**src/lfsr_pkg.sv**
```systemverilog
//********************************************************************
// shared types for the frame pattern source: word, length, step and
// stream types, controller state encoding and default widths.
//********************************************************************

package lfsr_pkg;

    //****************************************************************
    // widths
    //****************************************************************

    localparam int WORD_W    = 16;  // pattern word, seed and poly.
    localparam int LEN_W     = 8;   // frame length counter.
    localparam int CRC_W_DEF = 32;  // default crc width.

    typedef logic [WORD_W-1:0] word_t;  // pattern word, seed or tap mask.
    typedef logic [LEN_W-1:0]  len_t;   // frame length in words, 1..255.

    //****************************************************************
    // bundles
    //****************************************************************

    // one generator command, issued once per word.
    typedef struct packed {
        logic step;  // advance the lfsr and emit a word.
        logic last;  // this word closes the frame.
    } step_t;

    // one generated word on its way to the crc engine.
    typedef struct packed {
        logic  valid;
        logic  last;
        word_t data;
    } stream_t;

    //****************************************************************
    // controller states
    //****************************************************************

    typedef enum logic [1:0] {
        IDLE     = 2'd0,
        RUN      = 2'd1,
        WAIT_CRC = 2'd2
    } frame_state_e;

endpackage

```
**src/lfsr_crc_engine.sv**
```systemverilog
//********************************************************************
// msb-first crc accumulator over 16-bit words, crc-8/16/32/64,
// with a one-cycle strobe once the last word of a frame is folded in.
//********************************************************************

`timescale 1ns/100ps

module lfsr_crc_engine #(
    parameter int CRC_W = 32
) (
    input  logic              clk_i,
    input  logic              rstn_i,
    input  logic              init_i,
    input  lfsr_pkg::stream_t word_i,
    output logic [CRC_W-1:0]  crc_o,
    output logic              crc_valid_o
);

    //****************************************************************
    // polynomial selection
    //****************************************************************

    if ((CRC_W != 8) && (CRC_W != 16) && (CRC_W != 32) && (CRC_W != 64)) begin : g_crc_w_err
        $error("lfsr_crc_engine: CRC_W must be 8, 16, 32 or 64");
    end

    // x^8+x^2+x+1, x^16+x^12+x^5+1, crc-32 mpeg-2, x^64+x^4+x^3+x+1.
    localparam logic [63:0] POLY_FULL =
        (CRC_W == 8)  ? 64'h0000_0000_0000_0007 :
        (CRC_W == 16) ? 64'h0000_0000_0000_1021 :
        (CRC_W == 32) ? 64'h0000_0000_04C1_1DB7 :
                        64'h0000_0000_0000_001B;

    localparam logic [CRC_W-1:0] POLY = CRC_W'(POLY_FULL);

    //****************************************************************
    // per-bit and per-word update
    //****************************************************************

    // one shift of the crc register with one data bit.
    function automatic logic [CRC_W-1:0] crc_bit(
        input logic [CRC_W-1:0] crc,
        input logic             data
    );
        logic fb;
        fb = crc[CRC_W-1] ^ data;
        return {crc[CRC_W-2:0], 1'b0} ^ (fb ? POLY : '0);
    endfunction

    // whole word, msb first.
    function automatic logic [CRC_W-1:0] crc_word(
        input logic [CRC_W-1:0] crc,
        input lfsr_pkg::word_t  data
    );
        logic [CRC_W-1:0] acc;
        acc = crc;
        for (int i = lfsr_pkg::WORD_W - 1; i >= 0; i--) begin
            acc = crc_bit(acc, data[i]);
        end
        return acc;
    endfunction

    //****************************************************************
    // registers
    //****************************************************************

    logic [CRC_W-1:0] crc_q;

    // init wins over a word in the same cycle.
    always_ff @(posedge clk_i) begin
        if (init_i) begin
            crc_q <= '1;
        end else if (word_i.valid) begin
            crc_q <= crc_word(crc_q, word_i.data);
        end
    end

    // done strobe, one cycle after the last word.
    always_ff @(posedge clk_i) begin
        if (!rstn_i) begin
            crc_valid_o <= 1'b0;
        end else begin
            crc_valid_o <= word_i.valid & word_i.last;
        end
    end

    assign crc_o = crc_q;

endmodule

```
**src/lfsr_frame_ctrl.sv**
```systemverilog
//********************************************************************
// frame controller: start handling, word count, last flag and
// wait for the crc result.
//********************************************************************

`timescale 1ns/100ps

module lfsr_frame_ctrl (
    input  logic            clk_i,
    input  logic            rstn_i,
    input  logic            start_i,
    input  lfsr_pkg::len_t  len_i,
    input  logic            crc_done_i,
    output logic            load_o,
    output lfsr_pkg::step_t step_o,
    output logic            busy_o
);

    lfsr_pkg::frame_state_e state_q;
    lfsr_pkg::frame_state_e state_d;
    lfsr_pkg::len_t         cnt_q;   // words still to emit.
    lfsr_pkg::len_t         cnt_d;
    logic                   last_word;

    assign last_word = (cnt_q == lfsr_pkg::len_t'(1));

    //****************************************************************
    // next state
    //****************************************************************

    always_comb begin
        state_d = state_q;
        cnt_d   = cnt_q;
        case (state_q)
            lfsr_pkg::IDLE: begin
                if (start_i) begin
                    state_d = lfsr_pkg::RUN;
                    cnt_d   = len_i;  // len is sampled here only.
                end
            end
            lfsr_pkg::RUN: begin
                cnt_d = cnt_q - lfsr_pkg::len_t'(1);
                if (last_word) begin
                    state_d = lfsr_pkg::WAIT_CRC;
                end
            end
            lfsr_pkg::WAIT_CRC: begin
                if (crc_done_i) begin
                    state_d = lfsr_pkg::IDLE;
                end
            end
            default: begin
                state_d = lfsr_pkg::IDLE;
            end
        endcase
    end

    always_ff @(posedge clk_i) begin
        if (!rstn_i) begin
            state_q <= lfsr_pkg::IDLE;
            cnt_q   <= '0;
        end else begin
            state_q <= state_d;
            cnt_q   <= cnt_d;
        end
    end

    //****************************************************************
    // outputs
    //****************************************************************

    // load goes out in the start cycle, so seed and crc are set at that edge.
    assign load_o = (state_q == lfsr_pkg::IDLE) & start_i;

    assign step_o.step = (state_q == lfsr_pkg::RUN);
    assign step_o.last = (state_q == lfsr_pkg::RUN) & last_word;

    assign busy_o = (state_q != lfsr_pkg::IDLE);  // starts are ignored while set.

endmodule

```
**src/lfsr_frame_top.sv**
```systemverilog
//********************************************************************
// frame pattern source top: controller, lfsr generator, crc engine.
//********************************************************************

`timescale 1ns/100ps

module lfsr_frame_top #(
    parameter int CRC_W = lfsr_pkg::CRC_W_DEF
) (
    input  logic              clk_i,
    input  logic              rstn_i,
    input  logic              start_i,
    input  lfsr_pkg::len_t    len_i,
    input  lfsr_pkg::word_t   seed_i,
    input  lfsr_pkg::word_t   poly_i,
    output lfsr_pkg::stream_t word_o,
    output logic [CRC_W-1:0]  crc_o,
    output logic              crc_valid_o,
    output logic              busy_o
);

    logic            load;   // reloads the lfsr and clears the crc.
    lfsr_pkg::step_t step;

    lfsr_frame_ctrl u_ctrl (
        .clk_i      (clk_i),
        .rstn_i     (rstn_i),
        .start_i    (start_i),
        .len_i      (len_i),
        .crc_done_i (crc_valid_o),
        .load_o     (load),
        .step_o     (step),
        .busy_o     (busy_o)
    );

    lfsr_prbs_gen u_gen (
        .clk_i  (clk_i),
        .rstn_i (rstn_i),
        .load_i (load),
        .seed_i (seed_i),
        .poly_i (poly_i),
        .step_i (step),
        .word_o (word_o)
    );

    lfsr_crc_engine #(.CRC_W(CRC_W)) u_crc (
        .clk_i       (clk_i),
        .rstn_i      (rstn_i),
        .init_i      (load),
        .word_i      (word_o),
        .crc_o       (crc_o),
        .crc_valid_o (crc_valid_o)
    );

endmodule

```
**src/lfsr_prbs_gen.sv**
```systemverilog
//********************************************************************
// loadable fibonacci lfsr, one registered pattern word per step.
//********************************************************************

`timescale 1ns/100ps

module lfsr_prbs_gen (
    input  logic              clk_i,
    input  logic              rstn_i,
    input  logic              load_i,
    input  lfsr_pkg::word_t   seed_i,
    input  lfsr_pkg::word_t   poly_i,
    input  lfsr_pkg::step_t   step_i,
    output lfsr_pkg::stream_t word_o
);

    lfsr_pkg::word_t lfsr_q;    // current lfsr state.
    lfsr_pkg::word_t poly_q;    // tap mask captured at load.
    logic            feedback;

    // parity of the tapped bits enters at bit 0.
    assign feedback = ^(lfsr_q & poly_q);

    // state register, seed and taps are only taken on load.
    always_ff @(posedge clk_i) begin
        if (load_i) begin
            lfsr_q <= seed_i;
            poly_q <= poly_i;
        end else if (step_i.step) begin
            lfsr_q <= {lfsr_q[lfsr_pkg::WORD_W-2:0], feedback};
        end
    end

    // output strobes.
    always_ff @(posedge clk_i) begin
        if (!rstn_i) begin
            word_o.valid <= 1'b0;
            word_o.last  <= 1'b0;
        end else begin
            word_o.valid <= step_i.step;
            word_o.last  <= step_i.step & step_i.last;
        end
    end

    // the word sent out is the state before it advances.
    always_ff @(posedge clk_i) begin
        if (step_i.step) begin
            word_o.data <= lfsr_q;
        end
    end

endmodule

```
**config.mk**
```make
export PLATFORM = sky130hd
export DESIGN_NAME = lfsr_frame_top
export DESIGN_NICKNAME = d
export VERILOG_FILES = /design/src/lfsr_pkg.sv /design/src/lfsr_crc_engine.sv /design/src/lfsr_frame_ctrl.sv /design/src/lfsr_frame_top.sv /design/src/lfsr_prbs_gen.sv
export SDC_FILE = /design/constraint.sdc
export NUM_CORES = 1
export LEC_CHECK = 0
export ABC_AREA = 1
export BUFFER_PORTS_ARGS = -buffer_cell sky130_fd_sc_hd__buf_4
export CAP_MARGIN = 20
export CORE_MARGIN = 4
export CORE_UTILIZATION = 64
export CTS_BUF_LIST = sky130_fd_sc_hd__clkbuf_4 sky130_fd_sc_hd__clkbuf_8
export DETAILED_ROUTE_END_ITERATION = 8
export PLACE_DENSITY = 0.9
export SYNTH_ARGS = -nofsm -noshare
export SYNTH_HDL_FRONTEND = slang
export SYNTH_SLANG_ARGS = --single-unit
```
**constraint.sdc**
```tcl
create_clock -name clk_i -period 5.6 [get_ports clk_i]
set_input_delay 1.4 -clock clk_i [delete_from_list [all_inputs] [get_ports clk_i]]
set_output_delay 1.4 -clock clk_i [all_outputs]
set_load 0.1 [all_outputs]
```
==> results of run 1 <==
-- through the flow --
stage / setup slack [ps] / hold slack [ps] / utilization / instances
floorplan: 2630 / 427 / - / 888
global placement: 2180 / 437 / 0.759 / 1100
detailed placement: 2080 / 438 / 0.759 / 1100
CTS: 2430 / 453 / 0.778 / 1116
global route: 2260 / 485 / 0.780 / 1117
finish: 2430 / 448 / 0.780 / 1117
-- critical path, stage by stage --
cell and delay, ps:
buf_4 110, nand2_1 650, inv_2 80, nor2_1 350, inv_1 430, o21ai_0 290, a21oi_1 70, nor2_1 100
-- placed cells by master (no fill, tap or decap), drive strengths merged --
| cell | n |
|---|---|
| a21oi | 39 |
| a221oi | 1 |
| a31oi | 2 |
| buf | 98 |
| clkbuf | 9 |
| clkinv | 3 |
| dfxtp | 45 |
| edfxtp | 48 |
| ha | 2 |
| inv | 79 |
| nand2 | 439 |
| nand3 | 82 |
| nand3b | 6 |
| nand4 | 3 |
| nor2 | 32 |
| nor3 | 2 |
| o211ai | 7 |
| o21ai | 21 |
| o221ai | 1 |
| o32ai | 1 |
| or2 | 8 |
| xnor2 | 24 |
| xor2 | 36 |
-- final cells by class --
| class | instances | area, µm² | share of cell area |
|---|---|---|---|
| repair buffers | 98 | 743 | 0.101 |
| clock inverters | 7 | 56.3 | 0.00767 |
| multi-input cells | 706 | 3630 | 0.494 |
| inverters | 75 | 287 | 0.0390 |
| well taps | 129 | 161 | 0.0220 |
| flip-flops and latches | 93 | 2340 | 0.319 |
| clock buffers | 9 | 124 | 0.0169 |
-- flip-flops by register name, summed over array words and instances, names as in the netlist --
signal,count
u_crc.crc_o,32
u_gen.lfsr_q,16
u_gen.word_o,18
u_ctrl.cnt_q,8
u_ctrl.state_q,2
u_crc.crc_valid_o,1
u_gen.poly_q,16
-- path summary, 6_finish.rpt --
| check | slack (ps) | endpoint | depth (start not counted) |
|---|---|---|---|
| min reg2reg | 450 | u_crc.crc_valid_o | 2 |
| min | 450 | u_crc.crc_valid_o | 2 |
| max reg2reg | 3070 | u_ctrl.cnt_q[5] | 8 |
| max | 2430 | u_ctrl.cnt_q[5] | 8 |
-- cells by family (layout without fill, tap and decap cells) --
family	count (synthesis)	count (layout)	share of synthesized area
simple gates	572	572	0.425
flops	93	93	0.371
buf+inv	89	189	0.0549
compound gates	72	72	0.0620
xor+xnor	60	60	0.0833
fa+ha+maj	2	2	0.00396
-- cells in the mapped netlist --
cell	instances
o21ai_0	19
nand3_2	3
nand3b_1	5
nor3_1	2
xor2_1	36
o32ai_1	1
or2_1	1
a221oi_1	1
inv_2	11
nand3_4	3
a31oi_1	2
nand2_8	5
buf_1	2
buf_4	1
inv_4	2
clkbuf_1	8
nor2_4	1
nand2_4	16
xnor2_1	24
nand3b_4	1
dfxtp_1	45
clkinv_1	2
nor2_2	1
a21oi_1	39
buf_2	3
nand2_1	377
o21ai_1	2
ha_1	2
or2_2	7
edfxtp_1	48
inv_1	60
o211ai_1	7
nor2_1	30
nand3_1	76
nand4_1	3
nand2_2	41
o221ai_1	1
-- layer usage --
metal	part of all wire	vias to the layer above	global-route usage	wire [µm]
met4	0.038	0	0.121	678
met3	0.098	53	0.0600	1780
met1	0.38	2866	0.383	6780
li1	-	3027	-	-
met2	0.49	367	0.564	8810
met5	0	-	0	0
==> impl_metrics.csv, run 1 <==
group,metric,value,unit
routing,detail-route-antenna-nets,0,
cells_and_area,syn2layout_area_growth,16.3,%
critical_path,startpoint,"start_i",
cells_and_area,final_area,7340,µm²
timing,min_period,3170,ps
yosys,syn_area,6310,µm²
global_routing,track_usage,0.319,
clock_tree,post_cts_resized,0,
clock_tree,cts_sinks,93,
cells_and_area,fill_cells,727,
yosys,yosysTopAreaCell,"edfxtp_1",
critical_path,cp.arrival,3480,ps
cells_and_area,fin_nets,1028,
timing,rsz0062_at_grt,"false",
clock_tree,root_buffer,"clkbuf_8",
timing,maxSlewViolCount,0,
hold_path,hold_path_class,"register to register",
clock_tree,htree_levels,3,
routing,vias_per_cell,5.65,
timing,slew_headroom,0.401,
timing,fmax,0.315,GHz
place,placement.io_buffers,94,
critical_path,end_kind,"register",
floorplan,fp.dieH,107,µm
global_routing,grt_pass1_wl,28.7,mm
clock_tree,hold_buffers,0,
timing,tns,0,ps
floorplan,initial_core_util,0.670,
floorplan,io_pins,95,
place,place_hpwl,13.2,mm
critical_path,cp_max_fo,25,
global_routing,grt_max_degree,66,
yosys,syn_inst,888,
flow_run,maxCapViolations,0,
global_routing,grt_pass1_vias,5831,
yosys,avgSynthCellArea,7.11,µm²
clock_tree,clk_latency,380,ps
place,place_area,7140,µm²
yosys,ys_warn_count,0,
clock_tree,path_clk_slew,100,ps
floorplan,die_x,107,µm
routing,drcViolationCount,0,
timing,worstMarginPinSlew,897,ps
yosys,ys_types,37,
routing,drt_iter0_drc,502,
clock_tree,clockBufferDepth,2,
clock_tree,numCtsBuffers,9,
routing,route.vias.total,6313,
critical_path,critPathKind,"primary input to register",
critical_path,required,5910,ps
place,gp_congestion,0.977,
yosys,synth.top_cell.area_share,0.228,
clock_tree,cts_setup_buffers,0,
global_routing,grt-ovfl-total,0,
yosys,ys_top_cells_by_area,"edfxtp_1 (23%), nand2_1 (22%), dfxtp_1 (14%)",
status,status,"finished, final reports clean",
timing,setup_viol,0,
critical_path,r2r_start,"u_ctrl.state_q[1]",
yosys,synthesis.nets,933,
timing,period_share,0.566,
floorplan,rows,35,
global_routing,antenna_found_initial,0,
timing,finalHoldViolations,0,
cells_and_area,drive_above_1_share,0.209,
routing,dr.pass1.iters,6,
floorplan,die_area,11500,µm²
critical_path,cp-start-kind,"primary input",
yosys,yosys_register_bits,93,
routing,finalWirelength,18.0,mm
clock_tree,cts_tree,"built",
timing,fin_skew,13.5,ps
hold_path,worstHoldStart,"u_gen.word_o[16]",
cells_and_area,antenna_cells_inserted,0,
yosys,ys_seq_area_frac,0.371,
routing,wl_per_cell,16.2,µm
floorplan,core_area,9420,µm²
Power of run 1 is left out: the tool's default activity adds up to more than one toggle a clock period on the data nets, which glitch-free logic cannot reach.
==> run 2, diff against run 1 <==
CORE_UTILIZATION = 54   (was 64)
PLACE_DENSITY = 0.81   (was 0.9)
clock period = 2.65 ns   (was 5.6 ns; I/O delays follow)
==> run 2 against run 1 <==
Effect of this change:
- hold slack better by 5.2 ps
- non-clock buffer count rose by 7
- first-iteration DRC count is 22% lower
- cell area increased by 1.2%
- die area is 17% higher
- core utilization decreased by 13 points
- setup slack lost 2100 ps
- count of clock-buffer cells in the layout unchanged
- critical path depth rose by 5
- clock skew up 6.6 ps
- sequential share of layout area is 0.38 points lower
- routed wire length rose by 4.1%
- highest routed layer unchanged
==> impl_metrics.csv, run 2 (same netlist as run 1, synthesis figures left out) <==
group,metric,value,unit
status,status,"finished, final reports clean",
floorplan,die_area,13500,µm²
clock_tree,htree_levels,3,
timing,min_period,2310,ps
timing,finalHoldViolations,0,
critical_path,r2r_end,"u_crc.crc_o[24]",
clock_tree,clockBufferDepth,2,
timing,setup_viol,0,
critical_path,worst_path_largest_cell_delay,500,ps
place,gp_congestion,1.02,
floorplan,rows,39,
clock_tree,cts_tree,"built",
routing,detail-route-antenna-nets,0,
cells_and_area,fin_nets,1035,
global_routing,grt_max_degree,42,
floorplan,io_pins,95,
routing,wl_per_cell,16.5,µm
critical_path,worst-path-buf-inv,3,
timing,tns,0,ps
global_routing,grt-ovfl-total,0,
critical_path,end_kind,"register",
cells_and_area,fin_util,0.650,
critical_path,critPathTopFamily,"simple AND/OR/NAND/NOR gates",
critical_path,reg2reg_slack,340,ps
critical_path,cp_max_fo,8,
clock_tree,hold_buffers,0,
hold_path,hold_path_class,"primary input to register",
timing,rsz0062_at_grt,"false",
place,placement.io_buffers,94,
critical_path,r2r_start,"u_gen.word_o[12]",
critical_path,cpMaxStageDelayCell,"edfxtp_1",
place,place_hpwl,14.7,mm
hold_path,worstHoldStart,"poly_i[12]",
timing,slew_headroom,0.623,
timing,worstMarginPinSlew,565,ps
timing,fmax,0.434,GHz
clock_tree,clk_latency,390,ps
critical_path,cp.arrival,2600,ps
clock_tree,path_clk_slew,110,ps
critical_path,startpoint,"u_gen.word_o[12]",
cells_and_area,fill_cells,1024,
clock_tree,cts_setup_buffers,0,
clock_tree,numCtsBuffers,9,
routing,dr.pass1.iters,5,
global_routing,track_usage,0.289,
floorplan,fp.dieH,116,µm
global_routing,grt_pass1_vias,5598,
critical_path,cp-start-kind,"register",
critical_path,path_depth,13,
timing,fin_ws,344,ps
global_routing,grt_pass1_wl,29.2,mm
routing,drt_iter0_drc,390,
clock_tree,cts_sinks,93,
critical_path,path_cells,"inv_1, nand2_1, nand2_2, nand2_1, nand2_1, inv_1, nand3_1, nand2_2, nand2_2, nand2_4, o21ai_0, buf_4, nand2_1",
cells_and_area,multi_input_area,3630,µm²
critical_path,ff2ff_path_depth,13,
floorplan,core_area,11400,µm²
routing,drcViolationCount,0,
flow_run,maxCapViolations,0,
timing,period_share,0.870,
routing,vias_per_cell,5.30,
cells_and_area,ff_latch_area,2340,µm²
cells_and_area,mostFrequentLayoutCells,"nand2_1 (377), buf_4 (105), nand3_1 (76), inv_1 (60), edfxtp_1 (48)",
floorplan,die_x,116,µm
cells_and_area,final_common_cell,"nand2_1",
hold_path,min_path_cells,1,
hold_path,holdPathEnd,"u_gen.poly_q[12]",
cells_and_area,antenna_cells_inserted,0,
clock_tree,post_cts_resized,0,
cells_and_area,largest_reg_flops,32,
routing,route.vias.total,6026,
global_routing,antenna_found_initial,0,
cells_and_area,drive_above_1_share,0.215,
timing,maxSlewViolCount,0,
critical_path,critPathKind,"register to register",
place,place_ws,400,ps
critical_path,required,2950,ps
critical_path,worst_path_most_repeated_cell,"nand2_1",
routing,finalWirelength,18.8,mm
clock_tree,root_buffer,"clkbuf_8",
timing,fin_skew,20.2,ps
cells_and_area,syn2layout_area_growth,17.7,%
floorplan,initial_core_util,0.553,
-- run 2: layout make-up --
type | instances | area share
Clock buffer | 9 | 0.0167
Clock inverter | 7 | 0.0110
Inverter | 75 | 0.0386
Multi-Input combinational cell | 706 | 0.488
Sequential cell | 93 | 0.315
Tap cell | 143 | 0.0241
Timing Repair Buffer | 105 | 0.106
-- run 2: through the flow --
stage,instance area (µm²),hold WS (ps),cells
after detailed placement,7220,450,1122
final,7430,453,1138
after CTS,7430,444,1138
after floorplan,6310,427,888
after global placement,7220,440,1122
after global routing,7430,436,1138
-- run 2: worst max path at each step --
stage	endpoint	slack, ps
after floorplan	u_crc.crc_o[14]	160
after global placement	u_crc.crc_o[24]	420
after detailed placement	u_crc.crc_o[24]	400
after CTS	u_crc.crc_o[24]	400
after global routing	u_crc.crc_o[12]	130
final	u_crc.crc_o[24]	340
-- run 2: routing by layer --
| layer | track usage | routed length [µm] | vias up |
|---|---|---|---|
| met5 | 0 | 0 | - |
| met4 | 0.104 | 610 | 0 |
| met3 | 0.0528 | 1510 | 44 |
| met2 | 0.491 | 8910 | 250 |
| met1 | 0.369 | 7760 | 2683 |
| li1 | - | - | 3049 |
Power of run 2 is left out for the same reason.
==> run 3, diff against run 2 <==
CORE_UTILIZATION = 64   (was 54)
PLACE_DENSITY = 0.9   (was 0.81)
clock period = 2.88 ns   (was 2.65 ns; I/O delays follow)
==> run 3 against run 2 <==
Effect of this change:
- flip-flop and latch count is the same
- register-to-register slack better by 250 ps
- cell area down 1.1%
- hold slack got worse by 2.8 ps
- critical endpoint is now u_crc.crc_o[23]
- largest cell class unchanged
==> impl_metrics.csv, run 3 (same netlist as run 1, synthesis figures left out) <==
group,metric,value,unit
status,status,"finished, final reports clean",
cells_and_area,mostFrequentLayoutCells,"nand2_1 (377), buf_4 (99), nand3_1 (76), inv_1 (60), edfxtp_1 (48)",
clock_tree,root_buffer,"clkbuf_8",
cells_and_area,fin_nets,1029,
critical_path,required,3150,ps
floorplan,initial_core_util,0.670,
cells_and_area,antenna_cells_inserted,0,
routing,detail-route-antenna-nets,0,
routing,route.vias.total,6191,
critical_path,worst_path_largest_cell_delay,450,ps
critical_path,end_kind,"register",
critical_path,cpMaxStageDelayCell,"edfxtp_1",
clock_tree,post_cts_resized,0,
cells_and_area,ff_latch_area,2340,µm²
clock_tree,path_clk_slew,110,ps
critical_path,worst-path-buf-inv,1,
routing,vias_per_cell,5.54,
global_routing,track_usage,0.332,
critical_path,critPathTopFamily,"simple AND/OR/NAND/NOR gates",
global_routing,grt-ovfl-total,0,
floorplan,die_x,107,µm
timing,fmax,0.438,GHz
critical_path,critPathKind,"register to register",
critical_path,cp-start-kind,"register",
timing,tns,0,ps
cells_and_area,multi_input_area,3630,µm²
timing,finalHoldViolations,0,
clock_tree,cts_setup_buffers,0,
timing,worstMarginPinSlew,732,ps
routing,wl_per_cell,16.5,µm
place,placement.io_buffers,94,
clock_tree,numCtsBuffers,9,
timing,min_period,2280,ps
global_routing,grt_pass1_vias,5910,
critical_path,cp.arrival,2550,ps
hold_path,hold_path_class,"register to register",
global_routing,grt_max_degree,66,
clock_tree,clockBufferDepth,2,
routing,drt_iter0_drc,449,
flow_run,maxCapViolations,0,
cells_and_area,drive_above_1_share,0.210,
timing,fin_skew,13.7,ps
floorplan,rows,35,
floorplan,fp.dieH,107,µm
critical_path,cp_max_fo,6,
floorplan,io_pins,95,
clock_tree,cts_tree,"built",
place,place_hpwl,13.8,mm
critical_path,path_cells,"inv_1, nand2_1, nand2_1, nand2_1, nand2_1, nand2_1, nand2_1, nand2_1, nand2_1, nand3_2, nand2_4, nand2_1, nand3_1, nand2_1",
cells_and_area,fill_cells,709,
cells_and_area,final_common_cell,"nand2_1",
clock_tree,hold_buffers,0,
timing,period_share,0.793,
timing,slew_headroom,0.512,
timing,setup_viol,0,
cells_and_area,largest_reg_flops,32,
clock_tree,cts_sinks,93,
timing,maxSlewViolCount,0,
cells_and_area,syn2layout_area_growth,16.4,%
clock_tree,clk_latency,380,ps
place,gp_congestion,1.00,
clock_tree,htree_levels,3,
timing,rsz0062_at_grt,"false",
routing,drcViolationCount,0,
routing,dr.pass1.iters,5,
critical_path,worst_path_most_repeated_cell,"nand2_1",
global_routing,antenna_found_initial,0,
global_routing,grt_pass1_wl,29.6,mm
floorplan,core_area,9420,µm²
floorplan,die_area,11500,µm²
routing,finalWirelength,18.5,mm
run 3: cell count changes in the layout (fill, tap and decap cells not counted):
cell / before / now
clkbuf_4: 0 / 1
clkinv_2: 1 / 0
inv_6: 1 / 3
buf_4: 105 / 99
bufinv_16: 1 / 0
clkinvlp_4: 2 / 1
clkinv_4: 0 / 1
inv_8: 2 / 1
run 3: metal layers:
| layer | global-route usage | up-vias | routed length [µm] |
|---|---|---|---|
| li1 | - | 3027 | - |
| met1 | 0.418 | 2807 | 7170 |
| met2 | 0.556 | 316 | 8850 |
| met3 | 0.0654 | 41 | 1760 |
| met4 | 0.139 | 0 | 709 |
| met5 | 0 | - | 0 |
run 3: final timing paths:
kind,from,depth (start not counted),endpoint,slack [ps]
setup / recovery,u_gen.word_o[13],14,u_crc.crc_o[23],600
hold / removal,u_gen.word_o[16],2,u_crc.crc_valid_o,450
setup reg to reg,u_gen.word_o[13],14,u_crc.crc_o[23],600
hold reg to reg,u_gen.word_o[16],2,u_crc.crc_valid_o,450
run 3: tightest hold or removal path: stages (launching register included):
cell,delay [ps]
dfxtp_1,330
nand2_1,60
nor2_1,30
run 3: layout make-up:
class / count / area share
well taps: 129 / 0.0220
clock buffers: 10 / 0.0179
clock inverters: 6 / 0.00733
multi-input cells: 706 / 0.494
inverters: 75 / 0.0390
flip-flops and latches: 93 / 0.319
repair buffers: 99 / 0.101
run 3: through the flow:
step,area [µm²],hold WS (ps),setup slack [ps],utilization,instances
finish,7340,450,596,0.780,1118
global route,7340,489,393,0.780,1118
CTS,7340,455,658,0.780,1118
detailed placement,7160,438,675,0.760,1102
global placement,7160,437,725,0.760,1102
floorplan,6310,427,393,-,888
Power of run 3 is left out for the same reason.
